$ cat src/logic/setup_handler_pkg.sv
package setup_handler_pkg;

    localparam FLOWID_W        = 8;
    localparam BUF_PTR_W       = 16;
    localparam DATA_W          = 64;
    localparam DATA_BYTES      = DATA_W / 8;
    localparam DATA_BYTES_W    = $clog2(DATA_BYTES);
    localparam TX_BUF_BYTES    = 64;
    localparam LINES_PER_BUF   = TX_BUF_BYTES / DATA_BYTES;
    localparam SETUP_HDR_BYTES = 8;
    localparam LINE_IDX_W      = 16;
    localparam LINE_REPS       = DATA_W / LINE_IDX_W;
    localparam CONN_CNT_W      = 8;
    localparam REQ_CNT_W       = 16;
    localparam BUFSIZE_W       = 16;
    localparam BYTE_CNT_W      = $clog2(TX_BUF_BYTES) + 1;  // one extra bit so a full buffer fits.

    localparam logic [BYTE_CNT_W-1:0] BYTE_STEP     = DATA_BYTES[BYTE_CNT_W-1:0];
    localparam logic [BYTE_CNT_W-1:0] BUF_BYTES_LIM = TX_BUF_BYTES[BYTE_CNT_W-1:0];
    localparam logic [BUF_PTR_W-1:0]  HDR_BYTES_PTR = SETUP_HDR_BYTES[BUF_PTR_W-1:0];

    typedef enum logic {
        DIR_SERVER,
        DIR_CLIENT
    } client_dir_e;

    typedef enum logic {
        PTR_MSG_REQ,
        PTR_ADJUST
    } ptr_msg_e;

    typedef enum logic {
        CMD_BENCH,
        CMD_CTRL_RESP
    } send_cmd_e;

    typedef struct packed {
        logic   [CONN_CNT_W-1:0]    num_conns;
        logic   [REQ_CNT_W-1:0]     num_reqs;
        logic   [BUFSIZE_W-1:0]     bufsize;
        logic                       should_copy;
        client_dir_e                dir;
        logic   [21:0]              padding;
    } setup_hdr_t;

    typedef struct packed {
        logic   [REQ_CNT_W-1:0]     total_reqs;
        logic   [REQ_CNT_W-1:0]     curr_reqs;
        logic   [BUFSIZE_W-1:0]     bufsize;
        logic                       should_copy;
    } app_cntxt_t;

    typedef struct packed {
        ptr_msg_e                   msg_type;
        logic   [FLOWID_W-1:0]      flowid;
        logic   [BUF_PTR_W-1:0]     head_ptr;
    } ptr_req_t;

    typedef struct packed {
        logic   [FLOWID_W-1:0]      flowid;
        logic   [BUF_PTR_W-1:0]     offset;
        logic   [BUF_PTR_W-1:0]     size;
    } buf_rd_req_t;

    typedef struct packed {
        logic   [FLOWID_W-1:0]      flowid;
        logic   [BUF_PTR_W-1:0]     offset;
        logic   [DATA_W-1:0]        data;
    } buf_wr_req_t;

    typedef struct packed {
        send_cmd_e                  cmd;
        logic   [FLOWID_W-1:0]      flowid;
    } send_q_t;

    typedef enum logic [3:0] {
        ST_IDLE,
        ST_PTR_REQ,
        ST_WAIT_PTR,
        ST_RD_REQ,
        ST_WAIT_HDR,
        ST_PTR_ADJ,
        ST_APP_WR,
        ST_COPY,
        ST_CLIENT_WAIT,
        ST_CLIENT_WR,
        ST_SERVER_WR,
        ST_CONFIRM
    } setup_state_e;

endpackage

$ cat src/logic/buf_fill_counter.sv
`timescale 1ns/1ns
module buf_fill_counter
import setup_handler_pkg::*;
(
     input  logic                       clk
    ,input  logic                       ctrl_datap_reset_bytes_written

    ,input  logic                       clear_bytes
    ,input  logic                       incr_bytes

    ,output logic                       last_line
    ,output logic   [LINE_IDX_W-1:0]    line_idx
);

    logic   [BYTE_CNT_W-1:0]    bytes_reg;
    logic   [BYTE_CNT_W-1:0]    bytes_next;

    always_comb begin
        if (clear_bytes) begin
            bytes_next = '0;
        end
        else if (incr_bytes) begin
            bytes_next = bytes_reg + BYTE_STEP;
        end
        else begin
            bytes_next = bytes_reg;
        end
    end

    always_ff @(posedge clk) begin
        if (ctrl_datap_reset_bytes_written) begin
            bytes_reg <= '0;
        end
        else begin
            bytes_reg <= bytes_next;
        end
    end

    assign last_line = bytes_next >= BUF_BYTES_LIM;  // flags the line that fills the buffer.
    assign line_idx = {{(LINE_IDX_W-BYTE_CNT_W+DATA_BYTES_W){1'b0}},
                       bytes_reg[BYTE_CNT_W-1:DATA_BYTES_W]};

endmodule

$ cat src/logic/setup_ctrl.sv
`timescale 1ns/1ns
module setup_ctrl
import setup_handler_pkg::*;
(
     input  logic           clk
    ,input  logic           ctrl_datap_reset_bytes_written

    ,input  logic           setup_q_val
    ,input  logic           ptr_resp_val
    ,input  logic           rd_buf_resp_val
    ,input  logic           conn_q_val

    ,input  client_dir_e    hdr_dir
    ,input  logic           hdr_should_copy
    ,input  logic           last_conn
    ,input  logic           last_line

    ,output logic           store_flowid
    ,output logic           store_ptr
    ,output logic           store_hdr
    ,output logic           save_conn
    ,output logic           confirm
    ,output ptr_msg_e       ptr_mux_sel
    ,output logic           clear_bytes
    ,output logic           incr_bytes

    ,output logic           ptr_req_val
    ,output logic           rd_buf_req_val
    ,output logic           wr_buf_req_val
    ,output logic           app_mem_wr_val
    ,output logic           send_q_wr_val
    ,output logic           recv_q_wr_val
    ,output logic           busy
);

    setup_state_e   state_reg;
    setup_state_e   state_next;
    setup_state_e   post_copy_state;

    always_ff @(posedge clk) begin
        if (ctrl_datap_reset_bytes_written) begin
            state_reg <= ST_IDLE;
        end
        else begin
            state_reg <= state_next;
        end
    end

    assign busy = state_reg != ST_IDLE;

    // a client with no connections goes straight to the confirmation.
    always_comb begin
        if (hdr_dir == DIR_CLIENT) begin
            post_copy_state = last_conn ? ST_CONFIRM : ST_CLIENT_WAIT;
        end
        else begin
            post_copy_state = ST_SERVER_WR;
        end
    end

    always_comb begin
        state_next = state_reg;
        store_flowid = 1'b0;
        store_ptr = 1'b0;
        store_hdr = 1'b0;
        save_conn = 1'b0;
        confirm = 1'b0;
        ptr_mux_sel = PTR_MSG_REQ;
        clear_bytes = 1'b0;
        incr_bytes = 1'b0;
        ptr_req_val = 1'b0;
        rd_buf_req_val = 1'b0;
        wr_buf_req_val = 1'b0;
        app_mem_wr_val = 1'b0;
        send_q_wr_val = 1'b0;
        recv_q_wr_val = 1'b0;

        case (state_reg)
            ST_IDLE: begin
                if (setup_q_val) begin
                    store_flowid = 1'b1;
                    state_next = ST_PTR_REQ;
                end
            end
            ST_PTR_REQ: begin
                ptr_req_val = 1'b1;
                state_next = ST_WAIT_PTR;
            end
            ST_WAIT_PTR: begin
                if (ptr_resp_val) begin
                    store_ptr = 1'b1;
                    state_next = ST_RD_REQ;
                end
            end
            ST_RD_REQ: begin
                rd_buf_req_val = 1'b1;
                state_next = ST_WAIT_HDR;
            end
            ST_WAIT_HDR: begin
                if (rd_buf_resp_val) begin
                    store_hdr = 1'b1;
                    state_next = ST_PTR_ADJ;
                end
            end
            ST_PTR_ADJ: begin
                ptr_req_val = 1'b1;
                ptr_mux_sel = PTR_ADJUST;
                state_next = ST_APP_WR;
            end
            ST_APP_WR: begin
                app_mem_wr_val = 1'b1;
                clear_bytes = 1'b1;  // the fill always starts from line zero.
                state_next = hdr_should_copy ? ST_COPY : post_copy_state;
            end
            ST_COPY: begin
                wr_buf_req_val = 1'b1;
                incr_bytes = 1'b1;
                if (last_line) begin
                    state_next = post_copy_state;
                end
            end
            ST_CLIENT_WAIT: begin
                if (conn_q_val) begin
                    save_conn = 1'b1;
                    state_next = ST_CLIENT_WR;
                end
            end
            ST_CLIENT_WR: begin
                send_q_wr_val = 1'b1;
                recv_q_wr_val = 1'b1;
                if (last_conn) begin
                    state_next = ST_CONFIRM;
                end
                else if (conn_q_val) begin
                    save_conn = 1'b1;  // back to back connections stay here.
                end
                else begin
                    state_next = ST_CLIENT_WAIT;
                end
            end
            ST_SERVER_WR: begin
                recv_q_wr_val = 1'b1;
                state_next = ST_CONFIRM;
            end
            ST_CONFIRM: begin
                send_q_wr_val = 1'b1;
                confirm = 1'b1;
                state_next = ST_IDLE;
            end
            default: begin
                state_next = ST_IDLE;
            end
        endcase
    end

endmodule

$ cat src/logic/setup_datap.sv
`timescale 1ns/1ns
module setup_datap
import setup_handler_pkg::*;
(
     input  logic                       clk
    ,input  logic                       ctrl_datap_reset_bytes_written

    ,input  logic                       store_flowid
    ,input  logic                       store_ptr
    ,input  logic                       store_hdr
    ,input  logic                       save_conn
    ,input  logic                       confirm
    ,input  ptr_msg_e                   ptr_mux_sel

    ,input  logic   [FLOWID_W-1:0]      setup_q_flowid
    ,input  logic   [FLOWID_W-1:0]      conn_q_flowid
    ,input  logic   [BUF_PTR_W-1:0]     ptr_resp_head_ptr
    ,input  setup_hdr_t                 rd_buf_resp_data
    ,input  logic   [LINE_IDX_W-1:0]    line_idx

    ,output ptr_req_t                   ptr_req
    ,output buf_rd_req_t                rd_buf_req
    ,output buf_wr_req_t                wr_buf_req
    ,output logic   [FLOWID_W-1:0]      app_mem_wr_addr
    ,output app_cntxt_t                 app_mem_wr_data
    ,output send_q_t                    send_q_wr_data
    ,output logic   [FLOWID_W-1:0]      recv_q_wr_flowid

    ,output client_dir_e                hdr_dir
    ,output logic                       hdr_should_copy
    ,output logic                       last_conn
);

    logic   [FLOWID_W-1:0]      flowid_reg;
    logic   [FLOWID_W-1:0]      conn_flowid_reg;
    logic   [BUF_PTR_W-1:0]     head_ptr_reg;
    setup_hdr_t                 hdr_reg;
    logic   [CONN_CNT_W-1:0]    conn_cnt_reg;

    always_ff @(posedge clk) begin
        if (ctrl_datap_reset_bytes_written) begin
            conn_cnt_reg <= '0;
        end
        else if (store_flowid) begin
            conn_cnt_reg <= '0;
        end
        else if (save_conn) begin
            conn_cnt_reg <= conn_cnt_reg + 1'b1;
        end
    end

    always_ff @(posedge clk) begin
        if (store_flowid) begin
            flowid_reg <= setup_q_flowid;
        end
        if (save_conn) begin
            conn_flowid_reg <= conn_q_flowid;
        end
        if (store_ptr) begin
            head_ptr_reg <= ptr_resp_head_ptr;
        end
        if (store_hdr) begin
            hdr_reg <= rd_buf_resp_data;
        end
    end

    assign hdr_dir = hdr_reg.dir;
    assign hdr_should_copy = hdr_reg.should_copy;
    assign last_conn = conn_cnt_reg == hdr_reg.num_conns;

    always_comb begin
        ptr_req.msg_type = ptr_mux_sel;
        ptr_req.flowid = flowid_reg;
        if (ptr_mux_sel == PTR_ADJUST) begin
            ptr_req.head_ptr = head_ptr_reg + HDR_BYTES_PTR;  // skip past the setup header.
        end
        else begin
            ptr_req.head_ptr = '0;
        end
    end

    assign rd_buf_req.flowid = flowid_reg;
    assign rd_buf_req.offset = head_ptr_reg;
    assign rd_buf_req.size = HDR_BYTES_PTR;

    // each fill line carries its own index so the far side can check ordering.
    assign wr_buf_req.flowid = flowid_reg;
    assign wr_buf_req.offset = {line_idx[BUF_PTR_W-DATA_BYTES_W-1:0], {DATA_BYTES_W{1'b0}}};
    assign wr_buf_req.data = {LINE_REPS{line_idx}};

    assign app_mem_wr_addr = flowid_reg;

    always_comb begin
        app_mem_wr_data.total_reqs = hdr_reg.num_reqs;
        app_mem_wr_data.curr_reqs = '0;
        app_mem_wr_data.bufsize = hdr_reg.bufsize;
        app_mem_wr_data.should_copy = hdr_reg.should_copy;
    end

    always_comb begin
        if (confirm) begin
            send_q_wr_data.cmd = CMD_CTRL_RESP;
            send_q_wr_data.flowid = flowid_reg;
        end
        else begin
            send_q_wr_data.cmd = CMD_BENCH;
            send_q_wr_data.flowid = conn_flowid_reg;
        end
    end

    // a server registers the setup flow itself with the receive loop.
    assign recv_q_wr_flowid = (hdr_reg.dir == DIR_CLIENT) ? conn_flowid_reg : flowid_reg;

endmodule

$ cat src/logic/setup_handler_top.sv
`timescale 1ns/1ns
module setup_handler_top
import setup_handler_pkg::*;
(
     input  logic                       clk
    ,input  logic                       ctrl_datap_reset_bytes_written

    ,input  logic                       setup_q_val
    ,input  logic   [FLOWID_W-1:0]      setup_q_flowid
    ,input  logic                       ptr_resp_val
    ,input  logic   [BUF_PTR_W-1:0]     ptr_resp_head_ptr
    ,input  logic                       rd_buf_resp_val
    ,input  setup_hdr_t                 rd_buf_resp_data
    ,input  logic                       conn_q_val
    ,input  logic   [FLOWID_W-1:0]      conn_q_flowid

    ,output logic                       ptr_req_val
    ,output ptr_req_t                   ptr_req
    ,output logic                       rd_buf_req_val
    ,output buf_rd_req_t                rd_buf_req
    ,output logic                       wr_buf_req_val
    ,output buf_wr_req_t                wr_buf_req
    ,output logic                       app_mem_wr_val
    ,output logic   [FLOWID_W-1:0]      app_mem_wr_addr
    ,output app_cntxt_t                 app_mem_wr_data
    ,output logic                       send_q_wr_val
    ,output send_q_t                    send_q_wr_data
    ,output logic                       recv_q_wr_val
    ,output logic   [FLOWID_W-1:0]      recv_q_wr_flowid
    ,output logic                       busy
);

    logic                       store_flowid;
    logic                       store_ptr;
    logic                       store_hdr;
    logic                       save_conn;
    logic                       confirm;
    ptr_msg_e                   ptr_mux_sel;
    logic                       clear_bytes;
    logic                       incr_bytes;
    client_dir_e                hdr_dir;
    logic                       hdr_should_copy;
    logic                       last_conn;
    logic                       last_line;
    logic   [LINE_IDX_W-1:0]    line_idx;

    setup_ctrl i_setup_ctrl (.*);

    setup_datap i_setup_datap (.*);

    buf_fill_counter i_buf_fill_counter (.*);

endmodule

$ cat config.mk
export PLATFORM = sky130hd
export DESIGN_NAME = setup_handler_top
export DESIGN_NICKNAME = d
export VERILOG_FILES = /design/src/logic/setup_handler_pkg.sv /design/src/logic/buf_fill_counter.sv /design/src/logic/setup_ctrl.sv /design/src/logic/setup_datap.sv /design/src/logic/setup_handler_top.sv
export SDC_FILE = /design/constraint.sdc
export NUM_CORES = 1
export LEC_CHECK = 0
export ABC_CLOCK_PERIOD_IN_PS = 6550
export BUFFER_PORTS_ARGS = -buffer_cell sky130_fd_sc_hd__buf_2
export CORE_UTILIZATION = 30
export CTS_CLUSTER_SIZE = 25
export DETAILED_ROUTE_END_ITERATION = 6
export HOLD_SLACK_MARGIN = 0.05
export RECOVER_POWER = 50
export SLEW_MARGIN = 20
export SYNTH_ARGS = -nofsm -noshare
export SYNTH_HDL_FRONTEND = slang
export SYNTH_HIERARCHICAL = 1
export SYNTH_SLANG_ARGS = --single-unit
$ cat constraint.sdc
create_clock -name clk -period 6.55 [get_ports clk]
set_input_delay 0.3275 -clock clk [delete_from_list [all_inputs] [get_ports clk]]
set_output_delay 0.3275 -clock clk [all_outputs]
set_load 0.01 [all_outputs]
## Word level (Yosys, flattened, before mapping)

Cells that the tools add are included.

- Register bits: 93
- Logic and storage cells: 73

- Eq/ne operators: 18
- Mux-type cells: 33
- $lt $le $gt $ge: 1
- Reduce and logical (&&, ||, !) cells: 7
- Add/sub/neg operators: 3

Operators by type and width:

| cell | count |
|---|---|
| $pmux W4 S11 | 1 |
| $mux W4 | 9 |
| $add A16 B4 Y16 const B | 1 |
| $eq A4 B3 Y1 const B | 4 |
| $eq A4 B4 Y1 const B | 4 |
| $mux W1 | 16 |
| $mux W16 | 1 |
| $mux W7 | 2 |
| $mux W9 | 1 |
| $add A8 B1 Y8 const B | 1 |
| $eq A4 B2 Y1 const B | 2 |
| $eq A8 B8 Y1 | 1 |
| $mux W8 | 1 |
| $ne A2 B2 Y1 const B | 4 |
| $reduce_or A2 Y1 | 4 |
| $add A7 B4 Y7 const B | 1 |
| $ge A7 B7 Y1 const B | 1 |
| $reduce_and A6 Y1 | 1 |
| $eq A4 B1 Y1 const B | 1 |
| $logic_not A4 Y1 | 1 |
| $reduce_bool A4 Y1 | 1 |
| $ne A3 B2 Y1 const B | 1 |
| $mux W2 | 1 |
| $ne A2 B1 Y1 const B | 1 |
| $pmux W1 S2 | 1 |

## Longest topological paths before layout

- Depth in word-level cells: 7
- Gate-level depth with buffers: 10

## Hierarchy

Netlist, hierarchy kept.

By module, submodules not included:

| module | area an instance (µm²) | cells an instance | times used |
|---|---|---|---|
| setup_datap | 4,440.5 | 365 | 1 |
| setup_ctrl | 476.7 | 67 | 1 |
| buf_fill_counter | 305.3 | 33 | 1 |

## Least setup slack after synthesis

OpenSTA, ideal clock, no wires.

- Path type: register to register
- Start point: reg i_setup_datap/hdr_reg[63] in the netlist's numbering
- End point: reg i_setup_datap.conn_cnt_reg[7]
- Slack: 4,012 ps
- Required time: 6,480 ps
- Stages on the path, launching flop included: 9
- Arrival: 2,468 ps
- Path buffers: 1
- Period minus slack after synthesis: 2,538 ps
- Cell sequence: edfxtp_1 > xnor2_1 > nand4_1 > nor2_1 > a211oi_1 > buf_2 > nand3_2 > or4_1 > a21oi_1

- Cells in the longest elaborated chain, start to end: 3

Ends and longest elaborated chain:

| element | RTL line | RTL |
|---|---|---|
| start, declared | setup_datap.sv:37 | `setup_hdr_t hdr_reg;` |
| start signal, assigned | setup_datap.sv:63 | `hdr_reg <= rd_buf_resp_data;` |
| $eq A8 B8 Y1 | setup_datap.sv:69 | `assign last_conn = conn_cnt_reg == hdr_reg.num_conns;` |
| via last_conn | setup_handler_top.sv:43 | `logic last_conn;` |
| $mux W1 | setup_ctrl.sv:131 | `if (last_conn) begin` |
| $pmux W1 S2 | setup_ctrl.sv:78 | `case (state_reg)` |
| via save_conn | setup_handler_top.sv:36 | `logic save_conn;` |
| end signal, assigned | setup_datap.sv:48 | `conn_cnt_reg <= conn_cnt_reg + 1'b1;` |
| end, declared | setup_datap.sv:38 | `logic [CONN_CNT_W-1:0] conn_cnt_reg;` |

The timed path passes the listed nets, and every way through them passes these cells.
A chain may end at the register's enable or synchronous reset.

==> impl_metrics.ini <==
[outcome]
outcome = complete, no violations

[clock_tree]
insertion_delay_ns = 0.35
post-cts-setup-buffers = 0
cts_buffers = 9
clock_path_buffers = 2
clk_transition_reported_paths_ns = 0.08
cts-root-buf = clkbuf_16
postCtsResizedCells = 0
cts_tree = built
h-tree-depth = 3
clock_sinks = 90
cts-hold-fix-buffers = 0

[floorplanning]
rows = 47
initial_core_util_pct = 31.1
die-height_um = 134
die_x_um = 134
pin_count = 336
dieArea_sq_um = 17900
coreArea_sq_um = 16800

[grt]
grt_use_total_pct = 11.8
grt_pass1_vias = 2851
grt_pass1_wl_um = 15700
overflow = 0
grt_start_max_net_pins = 43
grt_antenna_before_repair = 0

[sta]
drv_slew = 0
fmax_mhz = 376
post-route-period-util_pct = 40.6
rsz0062_at_grt = no
fin_worst_skew_ns = 0.00917
final-setup-viol-count = 0
tns_ns = 0
tightest_slew_ns = 0.990
min_period_ns = 2.66
hold_ws_ns = 0.148
hold_viol = 0
slew_headroom_pct = 34.0

[power_and_ir_drop]
power.switching_uw = 375
comb_power_share_pct = 11.8
clkPwrFrac_pct = 38.5
leakagePower_nw = 2.17
p_sw_share_pct = 27.9
p_int_uw = 967
powerDensity_nw_per_um2 = 242
seqPwrFrac_pct = 49.8
ir_worst_vdd_uv = 114

[finish]
final_cell_area_sq_um = 5550
largest_register_ffs = 32
fillers = 1777
fin_nets = 654
antenna_cells = 0
drive_gt1_share_pct = 31.4
areaGrowthSynthToFinish_pct = 6.35
instances_no_fill = 774

[setup_path]
worst_setup_path_start_kind = flip-flop
worst_ep_required_time_ns = 6.22
slowest_stage = dfxtp_1
crit_path_end_kind = output port
cpPeakStageDelay_ns = 0.64
path_class = flip-flop to output port
r2r_slack_ns = 3.94
worst-path-max-fanout = 14
timing.critical_path.buf_inv = 1
cp_data_arrival_time_ns = 2.33
worstPathCellList = nand2b_1 > nor2_1 > and2_1 > mux2_1 > buf_2
worst_path_dominant_cell_family = simple AND/OR/NAND/NOR gates

[synthesis]
synth-compound-area-share_pct = 4.36
syn_area_sq_um = 5220
synth_top_family_by_area = buffers and inverters
synth_ff_type = edfxtp_1
synth.top_cell.area_share_pct = 42.5
synthSimpleGateAreaFrac_pct = 10.3
synth_top_area_cell = edfxtp_1
ys_ff_latch = 90
syn_inst = 465
ys_seq_area_share_pct = 48.7
async_flop_share_pct = 0
synthAdderAreaFrac_pct = 0.719
synth_edf_count = 74
synth_most_common_cell = buf_4
synthTopCellsByCount = 188 x buf_4, 74 x edfxtp_1, 20 x nor2_1
synthesis.yosys.warnings = 6
synth_xor_xnor_area_share_pct = 2.68
synthTopCellsByArea = edfxtp_1 43%, buf_4 27%, dfxtp_1 6.1%
synth_cell_types = 48
avgSynthCellArea_sq_um = 11.2
synth_mux_area_share_pct = 4.98

[placement]
dp_hpwl_um = 8210
dpl.cell_count = 758
place.gp.congestion = 0.756
port_buffers = 221
place_area_sq_um = 5360

[route]
post_drt_wl_per_cell_um = 14.2
wirelength_um = 11000
drc = 0
viasPerCell = 4.13
drtPass1Iterations = 4
drtAntennaViolNets = 0
vias = 3196
drt-initial-drc-count = 89

[job]
drv_cap = 0

[hold_path]
hold_class = primary input to flip-flop
## layer usage
metal	track usage, %	wire length (um)
met1	13.2	4350
met2	20.5	5530
met3	3.78	903
met4	5.30	182
met5	0	0
## final timing paths
check | start | endpoint | cells past startpoint
setup reg to reg | i_setup_datap/conn_cnt_reg[2] | i_setup_datap/conn_cnt_reg[7] | 7
setup / recovery | i_setup_ctrl/state_reg[0] | send_q_wr_data[4] | 5
hold / removal | conn_q_flowid[1] | i_setup_datap/conn_flowid_reg[1] | 1
hold reg to reg | i_setup_datap/conn_cnt_reg[7] | i_setup_datap/conn_cnt_reg[7] | 2
## stage by stage
stage	total power [mW]	setup WS, ns	util [%]
finish	1.34	3.89	33.0
global route	1.41	3.64	33.0
CTS	1.37	3.81	33.6
global placement	0.842	3.87	31.9
floorplan	0.838	4.01	-
detailed placement	0.844	3.85	31.9
## cell usage in the layout, fill, tap and decap left out, drive strengths merged, types with 3 or more instances in the layout
cell type and n:
nand3b 4, edfxtp 74, o21ai 5, xnor2 12, buf 143, inv 11, mux2 18, xor2 4
dfxtp 16, nand3 7, nor2 20, or3 7, nand2 14, or4 4, mux2i 5, clkbuf 89
nor3b 4, ha 3, conb 47, o31ai 5, nor3 3, nand4 7, a21oi 17, and2 5
nor4 3, nand2b 6
## power groups by stage
stage | logic (mW) | clock network (mW) | registers, mW
CTS | 0.163 | 0.539 | 0.667
detailed placement | 0.163 | 0 | 0.680
global placement | 0.162 | 0 | 0.680
floorplan | 0.166 | 0 | 0.672
finish | 0.158 | 0.516 | 0.668
global route | 0.175 | 0.561 | 0.672
## kinds of logic (layout without fill, tap and decap cells)
family | Yosys count | count (layout)
XOR/XNOR | 16 | 16
other | 3 | 47
AND/OR/NAND/NOR | 93 | 93
buffers and inverters | 202 | 247
multiplexers | 23 | 23
adder cells (fa/ha/maj) | 3 | 3
flip-flops | 90 | 90
AO/OA/AOI/OAI | 35 | 35
## worst reg2reg max path, delay by kind of cell, from the launching register on
family | cells | cell delay (ns)
simple gates | 4 | 1.01
compound gates | 2 | 0.96
xor+xnor | 1 | 0.11
flops | 1 | 0.46
## final cells by class
cell class	count	area [sq um]	share of cell area, %
Clock inverter	7	68.8	1.24
Tap cell	220	275	4.96
Multi-Input combinational cell	217	1390	25.1
Inverter	8	30.0	0.541
Timing Repair Buffer	223	1020	18.4
Sequential cell	90	2540	45.8
Clock buffer	9	225	4.05
No activity file was read; power rests on OpenSTA's default activity.
